`config.mk`:
```
export PLATFORM = sky130hd
export DESIGN_NAME = acq_top
export DESIGN_NICKNAME = d
export VERILOG_FILES = /design/src/hw/acq_pkg.sv /design/src/hw/acq_seq.sv /design/src/hw/acq_top.sv /design/src/hw/crd_out.sv /design/src/hw/trg_edge.sv
export SDC_FILE = /design/constraint.sdc
export NUM_CORES = 1
export LEC_CHECK = 0
export ABC_AREA = 1
export BUFFER_PORTS_ARGS = -buffer_cell sky130_fd_sc_hd__buf_4
export CAP_MARGIN = 20
export CORE_MARGIN = 2
export CORE_UTILIZATION = 35
export CTS_BUF_LIST = sky130_fd_sc_hd__clkbuf_8
export CTS_CLUSTER_SIZE = 25
export DETAILED_ROUTE_END_ITERATION = 10
export SLEW_MARGIN = 20
export SYNTH_ARGS = -nofsm -noshare
export SYNTH_HDL_FRONTEND = slang
export SYNTH_HIERARCHICAL = 1
export SYNTH_SLANG_ARGS = --single-unit
```
`constraint.sdc`:
```
create_clock -name sti -period 7.44 [get_ports sti]
set_input_delay 1.488 -clock sti [delete_from_list [all_inputs] [get_ports sti]]
set_output_delay 1.488 -clock sti [all_outputs]
set_load 0.01 [all_outputs]
```
`src/hw/acq_pkg.sv`:
```
// shared widths and types for the acquisition path
// sample type, counter and timestamp widths, credit depth

`default_nettype none

package acq_pkg;

  //////////////////////////////////////////////////
  // sample stream
  //////////////////////////////////////////////////

  // ADC sample width
  localparam int unsigned smp_w = 14;

  // signed two's complement sample
  typedef logic signed [smp_w-1:0] smp_t;

  //////////////////////////////////////////////////
  // sequencer counters and time
  //////////////////////////////////////////////////

  // pre/post trigger counters and their limits
  localparam int unsigned cnt_w = 16;

  // free running time counter and stamps
  localparam int unsigned ts_w = 32;

  //////////////////////////////////////////////////
  // output credits
  //////////////////////////////////////////////////

  // credits granted by the downstream buffer after reset
  localparam int unsigned crd_num = 4;

  // credit counter, holds 0 up to crd_num
  localparam int unsigned crd_w = 3;

endpackage

`default_nettype wire

```
`src/hw/acq_seq.sv`:
```
// acquisition sequencer, the execute stage
// start/trigger/stop control with pre and post trigger counters
// free running time counter and event timestamps, interrupts

`default_nettype none

module acq_seq (
  input  wire logic                       sti,
  input  wire logic                       ctl_rst,
  // decoded stream
  input  wire logic                       dec_vld,
  input  wire acq_pkg::smp_t              dec_dat,
  input  wire logic                       dec_lst,
  input  wire logic                       dec_hit,
  // mode
  input  wire logic                       cfg_ten,
  input  wire logic                       cfg_con,
  input  wire logic                       cfg_aut,
  // window lengths
  input  wire logic [acq_pkg::cnt_w-1:0]  cfg_pre,
  input  wire logic [acq_pkg::cnt_w-1:0]  cfg_pst,
  // controls
  input  wire logic                       ctl_acq,
  input  wire logic                       ctl_trg,
  input  wire logic                       ctl_stp,
  // execute stream
  output logic                            exe_vld,
  output acq_pkg::smp_t                   exe_dat,
  output logic                            exe_lst,
  // interrupts
  output logic                            irq_trg,
  output logic                            irq_stp,
  // status
  output logic                            sts_acq,
  output logic                            sts_trg,
  output logic [acq_pkg::cnt_w-1:0]       sts_pre,
  output logic [acq_pkg::cnt_w-1:0]       sts_pst,
  // timestamps
  output logic [acq_pkg::ts_w-1:0]        cts_acq,
  output logic [acq_pkg::ts_w-1:0]        cts_trg,
  output logic [acq_pkg::ts_w-1:0]        cts_stp
);

  import acq_pkg::*;

  // pre window done, trigger allowed
  logic ena_pre;

  logic [cnt_w-1:0] nxt_pre;
  logic [cnt_w-1:0] nxt_pst;
  logic             end_pre;
  logic             end_pst;

  logic trg;
  logic stp;

  // free running time
  logic [ts_w-1:0] tim;

  //////////////////////////////////////////////////
  // event decode
  //////////////////////////////////////////////////

  assign nxt_pre = sts_pre + 1'b1;
  assign nxt_pst = sts_pst + 1'b1;

  // counter ends, qualified by an accepted beat
  assign end_pre = sts_acq & ~sts_trg & ~ena_pre & dec_vld & (nxt_pre == cfg_pre);
  assign end_pst = sts_acq & sts_trg & dec_vld & (nxt_pst == cfg_pst);

  // gated until the pre window is full
  assign trg = sts_acq & ~sts_trg & ena_pre
             & ((dec_vld & dec_hit & cfg_ten) | ctl_trg);

  // manual stop, post window end or input frame end
  assign stp = sts_acq & (ctl_stp
                        | (end_pst & ~cfg_con)
                        | (dec_vld & dec_lst));

  assign irq_trg = trg;
  assign irq_stp = stp;

  //////////////////////////////////////////////////
  // time counter
  //////////////////////////////////////////////////

  always_ff @(posedge sti) begin
    if (ctl_rst) begin
      tim <= '0;
    end else begin
      tim <= tim + 1'b1;
    end
  end

  //////////////////////////////////////////////////
  // sequencer state and counters
  //////////////////////////////////////////////////

  always_ff @(posedge sti) begin
    if (ctl_rst) begin
      sts_acq <= 1'b0;
      sts_trg <= 1'b0;
      ena_pre <= 1'b0;
      sts_pre <= '0;
      sts_pst <= '0;
      cts_acq <= '0;
      cts_trg <= '0;
      cts_stp <= '0;
    end else begin
      // stop wins over a new start
      if (stp) begin
        sts_acq <= 1'b0;
        cts_stp <= tim;
      end else if (ctl_acq) begin
        sts_acq <= 1'b1;
        cts_acq <= tim;
        sts_trg <= cfg_aut;
        // empty pre window arms at once
        ena_pre <= (cfg_pre == '0);
        sts_pre <= '0;
        sts_pst <= '0;
        if (cfg_aut) begin
          cts_trg <= tim;
        end
      end
      if (end_pre) begin
        ena_pre <= 1'b1;
      end
      if (trg) begin
        sts_trg <= 1'b1;
        cts_trg <= tim;
      end
      // pre counter holds at cfg_pre once full
      if (sts_acq & dec_vld & ~sts_trg & ~ena_pre) begin
        sts_pre <= nxt_pre;
      end
      if (sts_acq & dec_vld & sts_trg) begin
        sts_pst <= nxt_pst;
      end
    end
  end

  //////////////////////////////////////////////////
  // execute stream
  //////////////////////////////////////////////////

  always_ff @(posedge sti) begin
    if (ctl_rst) begin
      exe_vld <= 1'b0;
      exe_lst <= 1'b0;
    end else begin
      exe_vld <= sts_acq & dec_vld;
      // last beat is the one accepted with the stop
      exe_lst <= dec_vld & stp;
    end
  end

  always_ff @(posedge sti) begin
    if (dec_vld) begin
      exe_dat <= dec_dat;
    end
  end

endmodule

`default_nettype wire

```
`src/hw/acq_top.sv`:
```
// acquisition path top level
// edge decode, sequencer and credit output stage in a row

`default_nettype none

module acq_top (
  input  wire logic                       sti,
  input  wire logic                       ctl_rst,
  // ADC stream
  input  wire logic                       smp_vld,
  input  wire acq_pkg::smp_t              smp_dat,
  input  wire logic                       smp_lst,
  // trigger setup
  input  wire acq_pkg::smp_t              cfg_lvl,
  input  wire logic                       cfg_neg,
  input  wire logic                       cfg_ten,
  // sequencer setup
  input  wire logic                       cfg_con,
  input  wire logic                       cfg_aut,
  input  wire logic [acq_pkg::cnt_w-1:0]  cfg_pre,
  input  wire logic [acq_pkg::cnt_w-1:0]  cfg_pst,
  // controls
  input  wire logic                       ctl_acq,
  input  wire logic                       ctl_trg,
  input  wire logic                       ctl_stp,
  // downstream buffer
  input  wire logic                       crd_ret,
  output logic                            out_vld,
  output acq_pkg::smp_t                   out_dat,
  output logic                            out_lst,
  // interrupts and status
  output logic                            irq_trg,
  output logic                            irq_stp,
  output logic                            sts_acq,
  output logic                            sts_trg,
  output logic [acq_pkg::cnt_w-1:0]       sts_pre,
  output logic [acq_pkg::cnt_w-1:0]       sts_pst,
  output logic                            sts_ovf,
  output logic [acq_pkg::ts_w-1:0]        cts_acq,
  output logic [acq_pkg::ts_w-1:0]        cts_trg,
  output logic [acq_pkg::ts_w-1:0]        cts_stp
);

  import acq_pkg::*;

  // decode to execute
  logic dec_vld;
  smp_t dec_dat;
  logic dec_lst;
  logic dec_hit;

  // execute to result
  logic exe_vld;
  smp_t exe_dat;
  logic exe_lst;

  trg_edge u_dec (
    .sti     (sti),
    .ctl_rst (ctl_rst),
    .smp_vld (smp_vld),
    .smp_dat (smp_dat),
    .smp_lst (smp_lst),
    .cfg_lvl (cfg_lvl),
    .cfg_neg (cfg_neg),
    .dec_vld (dec_vld),
    .dec_dat (dec_dat),
    .dec_lst (dec_lst),
    .dec_hit (dec_hit)
  );

  acq_seq u_exe (
    .sti     (sti),
    .ctl_rst (ctl_rst),
    .dec_vld (dec_vld),
    .dec_dat (dec_dat),
    .dec_lst (dec_lst),
    .dec_hit (dec_hit),
    .cfg_ten (cfg_ten),
    .cfg_con (cfg_con),
    .cfg_aut (cfg_aut),
    .cfg_pre (cfg_pre),
    .cfg_pst (cfg_pst),
    .ctl_acq (ctl_acq),
    .ctl_trg (ctl_trg),
    .ctl_stp (ctl_stp),
    .exe_vld (exe_vld),
    .exe_dat (exe_dat),
    .exe_lst (exe_lst),
    .irq_trg (irq_trg),
    .irq_stp (irq_stp),
    .sts_acq (sts_acq),
    .sts_trg (sts_trg),
    .sts_pre (sts_pre),
    .sts_pst (sts_pst),
    .cts_acq (cts_acq),
    .cts_trg (cts_trg),
    .cts_stp (cts_stp)
  );

  crd_out u_res (
    .sti     (sti),
    .ctl_rst (ctl_rst),
    .ctl_acq (ctl_acq),
    .exe_vld (exe_vld),
    .exe_dat (exe_dat),
    .exe_lst (exe_lst),
    .crd_ret (crd_ret),
    .out_vld (out_vld),
    .out_dat (out_dat),
    .out_lst (out_lst),
    .sts_ovf (sts_ovf)
  );

endmodule

`default_nettype wire

```
`src/hw/crd_out.sv`:
```
// credit based output stage, the result stage
// output register, credit counter and sticky overflow flag

`default_nettype none

module crd_out (
  input  wire logic          sti,
  input  wire logic          ctl_rst,
  input  wire logic          ctl_acq,
  // execute stream
  input  wire logic          exe_vld,
  input  wire acq_pkg::smp_t exe_dat,
  input  wire logic          exe_lst,
  // one pulse per freed downstream entry
  input  wire logic          crd_ret,
  // output stream
  output logic               out_vld,
  output acq_pkg::smp_t      out_dat,
  output logic               out_lst,
  output logic               sts_ovf
);

  import acq_pkg::*;

  localparam logic [crd_w-1:0] crd_max = crd_w'(crd_num);

  logic [crd_w-1:0] crd_cnt;
  logic             snd;
  logic             drp;

  // send only with a credit in hand
  assign snd = exe_vld & (crd_cnt != '0);
  // ADC cannot stall, the beat is lost
  assign drp = exe_vld & ~snd;

  //////////////////////////////////////////////////
  // credit counter
  //////////////////////////////////////////////////

  always_ff @(posedge sti) begin
    if (ctl_rst) begin
      crd_cnt <= crd_max;
    end else begin
      // send and return together leave it unchanged
      if (snd & ~crd_ret) begin
        crd_cnt <= crd_cnt - 1'b1;
      end else if (~snd & crd_ret & (crd_cnt < crd_max)) begin
        crd_cnt <= crd_cnt + 1'b1;
      end
    end
  end

  //////////////////////////////////////////////////
  // output register and overflow
  //////////////////////////////////////////////////

  always_ff @(posedge sti) begin
    if (ctl_rst) begin
      out_vld <= 1'b0;
      out_lst <= 1'b0;
      sts_ovf <= 1'b0;
    end else begin
      out_vld <= snd;
      out_lst <= snd & exe_lst;
      // sticky until the next start
      if (drp) begin
        sts_ovf <= 1'b1;
      end else if (ctl_acq) begin
        sts_ovf <= 1'b0;
      end
    end
  end

  always_ff @(posedge sti) begin
    if (snd) begin
      out_dat <= exe_dat;
    end
  end

endmodule

`default_nettype wire

```
`src/hw/trg_edge.sv`:
```
// edge trigger decode stage
// registers the sample stream and flags level crossings

`default_nettype none

module trg_edge (
  input  wire logic          sti,
  input  wire logic          ctl_rst,
  // sample stream from the ADC
  input  wire logic          smp_vld,
  input  wire acq_pkg::smp_t smp_dat,
  input  wire logic          smp_lst,
  // trigger level and direction
  input  wire acq_pkg::smp_t cfg_lvl,
  input  wire logic          cfg_neg,
  // decoded stream
  output logic               dec_vld,
  output acq_pkg::smp_t      dec_dat,
  output logic               dec_lst,
  output logic               dec_hit
);

  import acq_pkg::*;

  // previous valid sample and its presence
  smp_t prv_dat;
  logic prv_ok;

  logic hit_rise;
  logic hit_fall;
  logic hit;

  //////////////////////////////////////////////////
  // crossing detect
  //////////////////////////////////////////////////

  // rising: below the level, then at or above it
  assign hit_rise = (prv_dat < cfg_lvl) && (smp_dat >= cfg_lvl);
  // falling mirror
  assign hit_fall = (prv_dat > cfg_lvl) && (smp_dat <= cfg_lvl);

  // first sample after reset has nothing to compare with
  assign hit = smp_vld & prv_ok & (cfg_neg ? hit_fall : hit_rise);

  //////////////////////////////////////////////////
  // pipeline register
  //////////////////////////////////////////////////

  always_ff @(posedge sti) begin
    if (ctl_rst) begin
      dec_vld <= 1'b0;
      dec_lst <= 1'b0;
      dec_hit <= 1'b0;
      prv_ok  <= 1'b0;
    end else begin
      dec_vld <= smp_vld;
      dec_lst <= smp_vld & smp_lst;
      dec_hit <= hit;
      if (smp_vld) begin
        prv_ok <= 1'b1;
      end
    end
  end

  // payload, no reset
  always_ff @(posedge sti) begin
    if (smp_vld) begin
      dec_dat <= smp_dat;
      prv_dat <= smp_dat;
    end
  end

endmodule

`default_nettype wire

```
## Yosys cells after proc, flatten, opt, wreduce, memory -nomap -nowiden

Cells that the tools add are included.

- Add/sub/neg operators: 5
- $lt $le $gt $ge: 5
- Equal/unequal tests: 6
- Multiplexer cells: 19
- Bitwise logic cells: 37
- Reduce and logical (&&, ||, !) cells: 18

Operators by type and width:

| operator | count |
|---|---|
| $mux 32 | 4 |
| $mux 16 | 4 |
| $add 16x1->16 const B | 2 |
| $add 32x1->32 const B | 1 |
| $eq 16x16->1 | 2 |
| $and 1x1->1 | 28 |
| $logic_not 16->1 | 1 |
| $ge 14x14->1 | 1 |
| $gt 14x14->1 | 1 |
| $le 14x14->1 | 1 |
| $lt 14x14->1 | 1 |
| $reduce_bool 2->1 | 7 |
| $reduce_and 2->1 | 5 |
| $mux 1 | 9 |
| $mux 3 | 2 |
| $ne 2x2->1 const B | 3 |
| $not 1->1 | 6 |
| $add 3x1->3 const B | 1 |
| $lt 3x3->1 const B | 1 |
| $or 1x1->1 | 3 |
| $reduce_and 3->1 | 1 |
| $reduce_bool 3->1 | 1 |
| $sub 3x1->3 const B | 1 |
| $logic_and 1x1->1 | 2 |
| 2 further kinds | 2 |

- Register bits after elaboration: 217
- Bits of input ports: 72
- Output and inout port bits: 149
- Logic and storage cells: 112

## Longest topological paths before layout

- Depth after elaboration: 9
- Gate-level depth with buffers: 19
- Mapped depth without buffers: 18

## Cells and area by module

Netlist, hierarchy kept.

By module, submodules not included:

| module | instances | cells an instance | area each (um^2) | seq. area each (um^2) |
|---|---|---|---|---|
| acq_seq | 1 | 1,125 | 8,165.3 | 3,723.6 |
| trg_edge | 1 | 161 | 1,346.3 | 500.5 |
| crd_out | 1 | 56 | 747.0 | 540.5 |

## Least setup slack after synthesis

Ideal clock, no wire load.

- Kind: in2out
- Start point: input cfg_pst[1] (netlist name)
- End point: output irq_stp
- Arrival: 2,599 ps
- Required time: 5,952 ps
- Setup slack: 3,353 ps
- Stages on the path: 12
- Buffers on the path: 2
- Cells stage by stage: inv_1 a21oi_1 nand4_1 nor2_1 nand3_1 nor2_1 nand3_1 nand2_2 nand2_4 inv_2 buf_2 buf_4

- Longest elaborated chain between the ends: 6

RTL lines:

| element | line | text |
|---|---|---|
| from (decl) | acq_top.sv:21 | `input wire logic [acq_pkg::cnt_w-1:0] cfg_pst,` |
| $eq 16x16->1 | acq_seq.sv:69 | `assign end_pst = sts_acq & sts_trg & dec_vld & (nxt_pst == cfg_pst);` |
| $and 1x1->1 | acq_seq.sv:69 |  |
| $and 1x1->1 | acq_seq.sv:77 | `\| (end_pst & ~cfg_con)` |
| $or 1x1->1 | acq_seq.sv:77 |  |
| $or 1x1->1 | acq_seq.sv:78 | `\| (dec_vld & dec_lst));` |
| $and 1x1->1 | acq_seq.sv:76 | `assign stp = sts_acq & (ctl_stp` |
| to (decl) | acq_top.sv:33 | `output logic irq_stp,` |

No other way between the ends.

## Worst setup path after layout

Same ends and word-level chain as after synthesis.

==> flow_summary.yaml <==
worst_hold_path:
  hold_start: "u_exe/exe_dat[0]"
  hold_path.class: "flip-flop to flip-flop"
  hold-path-cell-count: 0
  whs_endpoint: "u_res/out_dat[0]"
yosys:
  syn_area_per_cell_sq_um: 7.64
  async_flop_share: 0
  netlist_area_sq_um: 10300
  ys_seq_area_frac: 0.464
  yosysUniqueCellTypes: 43
  synth_top_family_by_area: "simple AND/OR/NAND/NOR gates"
  synth-main-ff-cell: "dfxtp_1"
  post-synth-top-area-cell: "dfxtp_1"
  synthAdderAreaFrac: 0.0398
  synthMuxAreaShare: 0
  yosysMostFrequentCell: "nand2_1"
  synthTopCellsByCount: "252 x nand2_1, 202 x nor2_1, 175 x dfxtp_1, 133 x inv_1, 114 x nand3_1"
  synth_edf_count: 42
  synthDominantCellAreaShare: 0.342
  synth-seq-cells: 217
  yosys.area_share.xor_xnor: 0.0210
  synth_fp_nets: 1446
  yosysWarnings: 6
  synthTopCellsByArea: "dfxtp_1 34%, edfxtp_1 12%, nand2_1 9.2%"
  synthSimpleGateAreaFrac: 0.300
  synthCells: 1342
  synth_compound_area_frac: 0.0990
placed_design:
  dp.cells: 1903
  dpl_cell_area_sq_um: 12200
  post-place-ws_ps: 3120
  port_buffers: 220
  routabilityCongestion: 0.858
  dp_hpwl_mm: 20.6
cts:
  cts_buffers: 39
  clockBufferDepth: 3
  ctsResizeCount: 0
  cts_hold_buf: 0
  htreeDepth: 2
  clk_pin_slew_ps: 60
  clock-root-buffer: "clkbuf_8"
  cts_tree: "built"
  cts_sinks: 217
  post_cts_buffers: 0
  clk_latency_ps: 550
grt:
  grt_pass1_wl_mm: 46.3
  grt_pass1_vias: 9078
  overflow: 0
  track_usage: 0.186
  antenna_found_initial: 1
  grt_max_degree: 71
floorplan:
  io_pins: 221
  core_sq_um: 28800
  initial_core_util: 0.356
  die_area_sq_um: 30700
  rows: 62
  die_w_microns: 175
  die_h_microns: 175
route:
  totalWireLength_mm: 28.9
  first_pass_iters: 5
  ant_nets: 0
  drc: 0
  vias: 9638
  detail_route.wl_per_cell_microns: 14.6
  drtIter0Drc: 588
  post_drt_via_cell_ratio: 4.88
pwr:
  pwr-share-seq: 0.468
  clkPwrFrac: 0.423
  p_sw_uw: 707
  ir_drop_mv: 0.127
  power.density_nw_per_um2: 210
  p_int_mw: 2.03
  swShare: 0.258
  p_leak_nw: 5.65
  pwr-share-comb: 0.109
sta:
  worst_clock_skew_ps: 36.9
  min_period_over_period: 0.574
  layout_min_cycle_time_ps: 4270
  timing.fmax_mhz: 234
  worstMarginPinSlew_ps: 737
  slew_headroom: 0.509
  setup_violations: 0
  hold_viol: 0
  fin_tns_setup_ps: 0
  final_max_slew_viol_count: 0
  setup_slack_ps: 3170
  rsz0062_at_grt: "no"
worst_setup_path:
  cp_data_required_time_ps: 5950
  start_kind: "input port"
  reg2reg_depth: 17
  crit_start: "cfg_pst[1]"
  crit_type: "input port to primary output"
  critPathCaptureType: "primary output"
  r2r-end: "u_exe/cts_acq[4]"
  r2r_slack_ps: 3780
  cp_max_fo: 3
  arrival_ps: 2780
  reg2reg_from: "u_exe/sts_pst[0]"
final_layout:
  area_growth_pct: 27.2
  final_nets: 1665
  utilization: 0.454
  layout-drive-gt1-share: 0.206
  fin_area_sq_um: 13100
  final_cells: 1975
job:
  drv_cap: 0
outcome:
  status: "finished, final reports clean"
critical path, stage by stage:
cell and delay [ps]:
buf_4 110, inv_1 60, or2_2 100, nand4_1 90, nor2_1 130, nand3_1 110
nor2_1 110, nand3_1 160, nand2_2 140, nand2_4 70, inv_2 100, buf_4 130
layout make-up:
cell class	count	area, sq um
diodes	1	2.50
clock buffers	47	647
clock inverters	23	174
fillers	2898	15700
inverters	139	522
multi-input cells	934	4720
flip-flops and latches	217	4760
well taps	384	480
repair buffers	230	1750
power by group through the flow:
stage	Combinational [mW]	Clock, mW	Sequential (mW)
after floorplan	0.151	0	1.32
after global placement	0.294	0	1.31
after detailed placement	0.298	0	1.31
after CTS	0.300	1.20	1.28
after global routing	0.336	1.25	1.29
final	0.297	1.16	1.28
placed cells by master, fill, tap and decap left out, drive strengths merged, types with 11 or more instances in the layout:
cell type  instances
nor4              11
nand4             52
inv              144
ha                31
o21ai             84
nor3              19
buf              230
edfxtp            42
dfxtp            175
clkbuf            47
nand3            116
a21oi            102
nand2            262
clkinv            14
nor2             214
how the worst max path moves through the flow:
| stage | end | slack (ps) | cells past startpoint |
|---|---|---|---|
| 3_5_place_dp | u_exe/cts_acq[14] | 3120 | 14 |
| 5_1_grt | irq_stp | 2940 | 14 |
| 4_1_cts | irq_stp | 3140 | 12 |
| 6_report | irq_stp | 3170 | 12 |
| 2_1_floorplan | irq_stp | 3350 | 12 |
| 3_3_place_gp | irq_stp | 3160 | 12 |
registers in the layout, summed over array words and instances (netlist names), 3 cells and up:
register / flops
u_res/out_dat: 14
u_exe/exe_dat: 14
u_exe/cts_acq: 32
u_exe/cts_trg: 32
u_exe/sts_pst: 16
u_exe/tim: 32
u_exe/sts_pre: 16
u_exe/cts_stp: 32
u_dec/prv_dat: 14
u_res/crd_cnt: 3
kinds of logic after synthesis:
| family | count (synthesis) |
|---|---|
| DFF | 217 |
| xor gates and xnor gates | 18 |
| adders and majority gates | 32 |
| AOI/OAI and AO/OA | 197 |
| buffers and inverters | 191 |
| and+or+nand+nor | 687 |
per-layer routing:
metal / up-vias / wire length [microns] / track usage
met5: - / 0 / 0
met4: 0 / 864 / 0.0757
met3: 58 / 2100 / 0.0396
met2: 310 / 13100 / 0.296
met1: 4366 / 12900 / 0.244
li1: 4904 / - / -
metrics by stage:
step	power, mW	hold slack (ps)
4_1_cts	2.78	419
3_3_place_gp	1.60	401
3_5_place_dp	1.61	405
2_1_floorplan	1.47	400
6_report	2.74	418
5_1_grt	2.87	424
(Power assumes the default switching activity.)
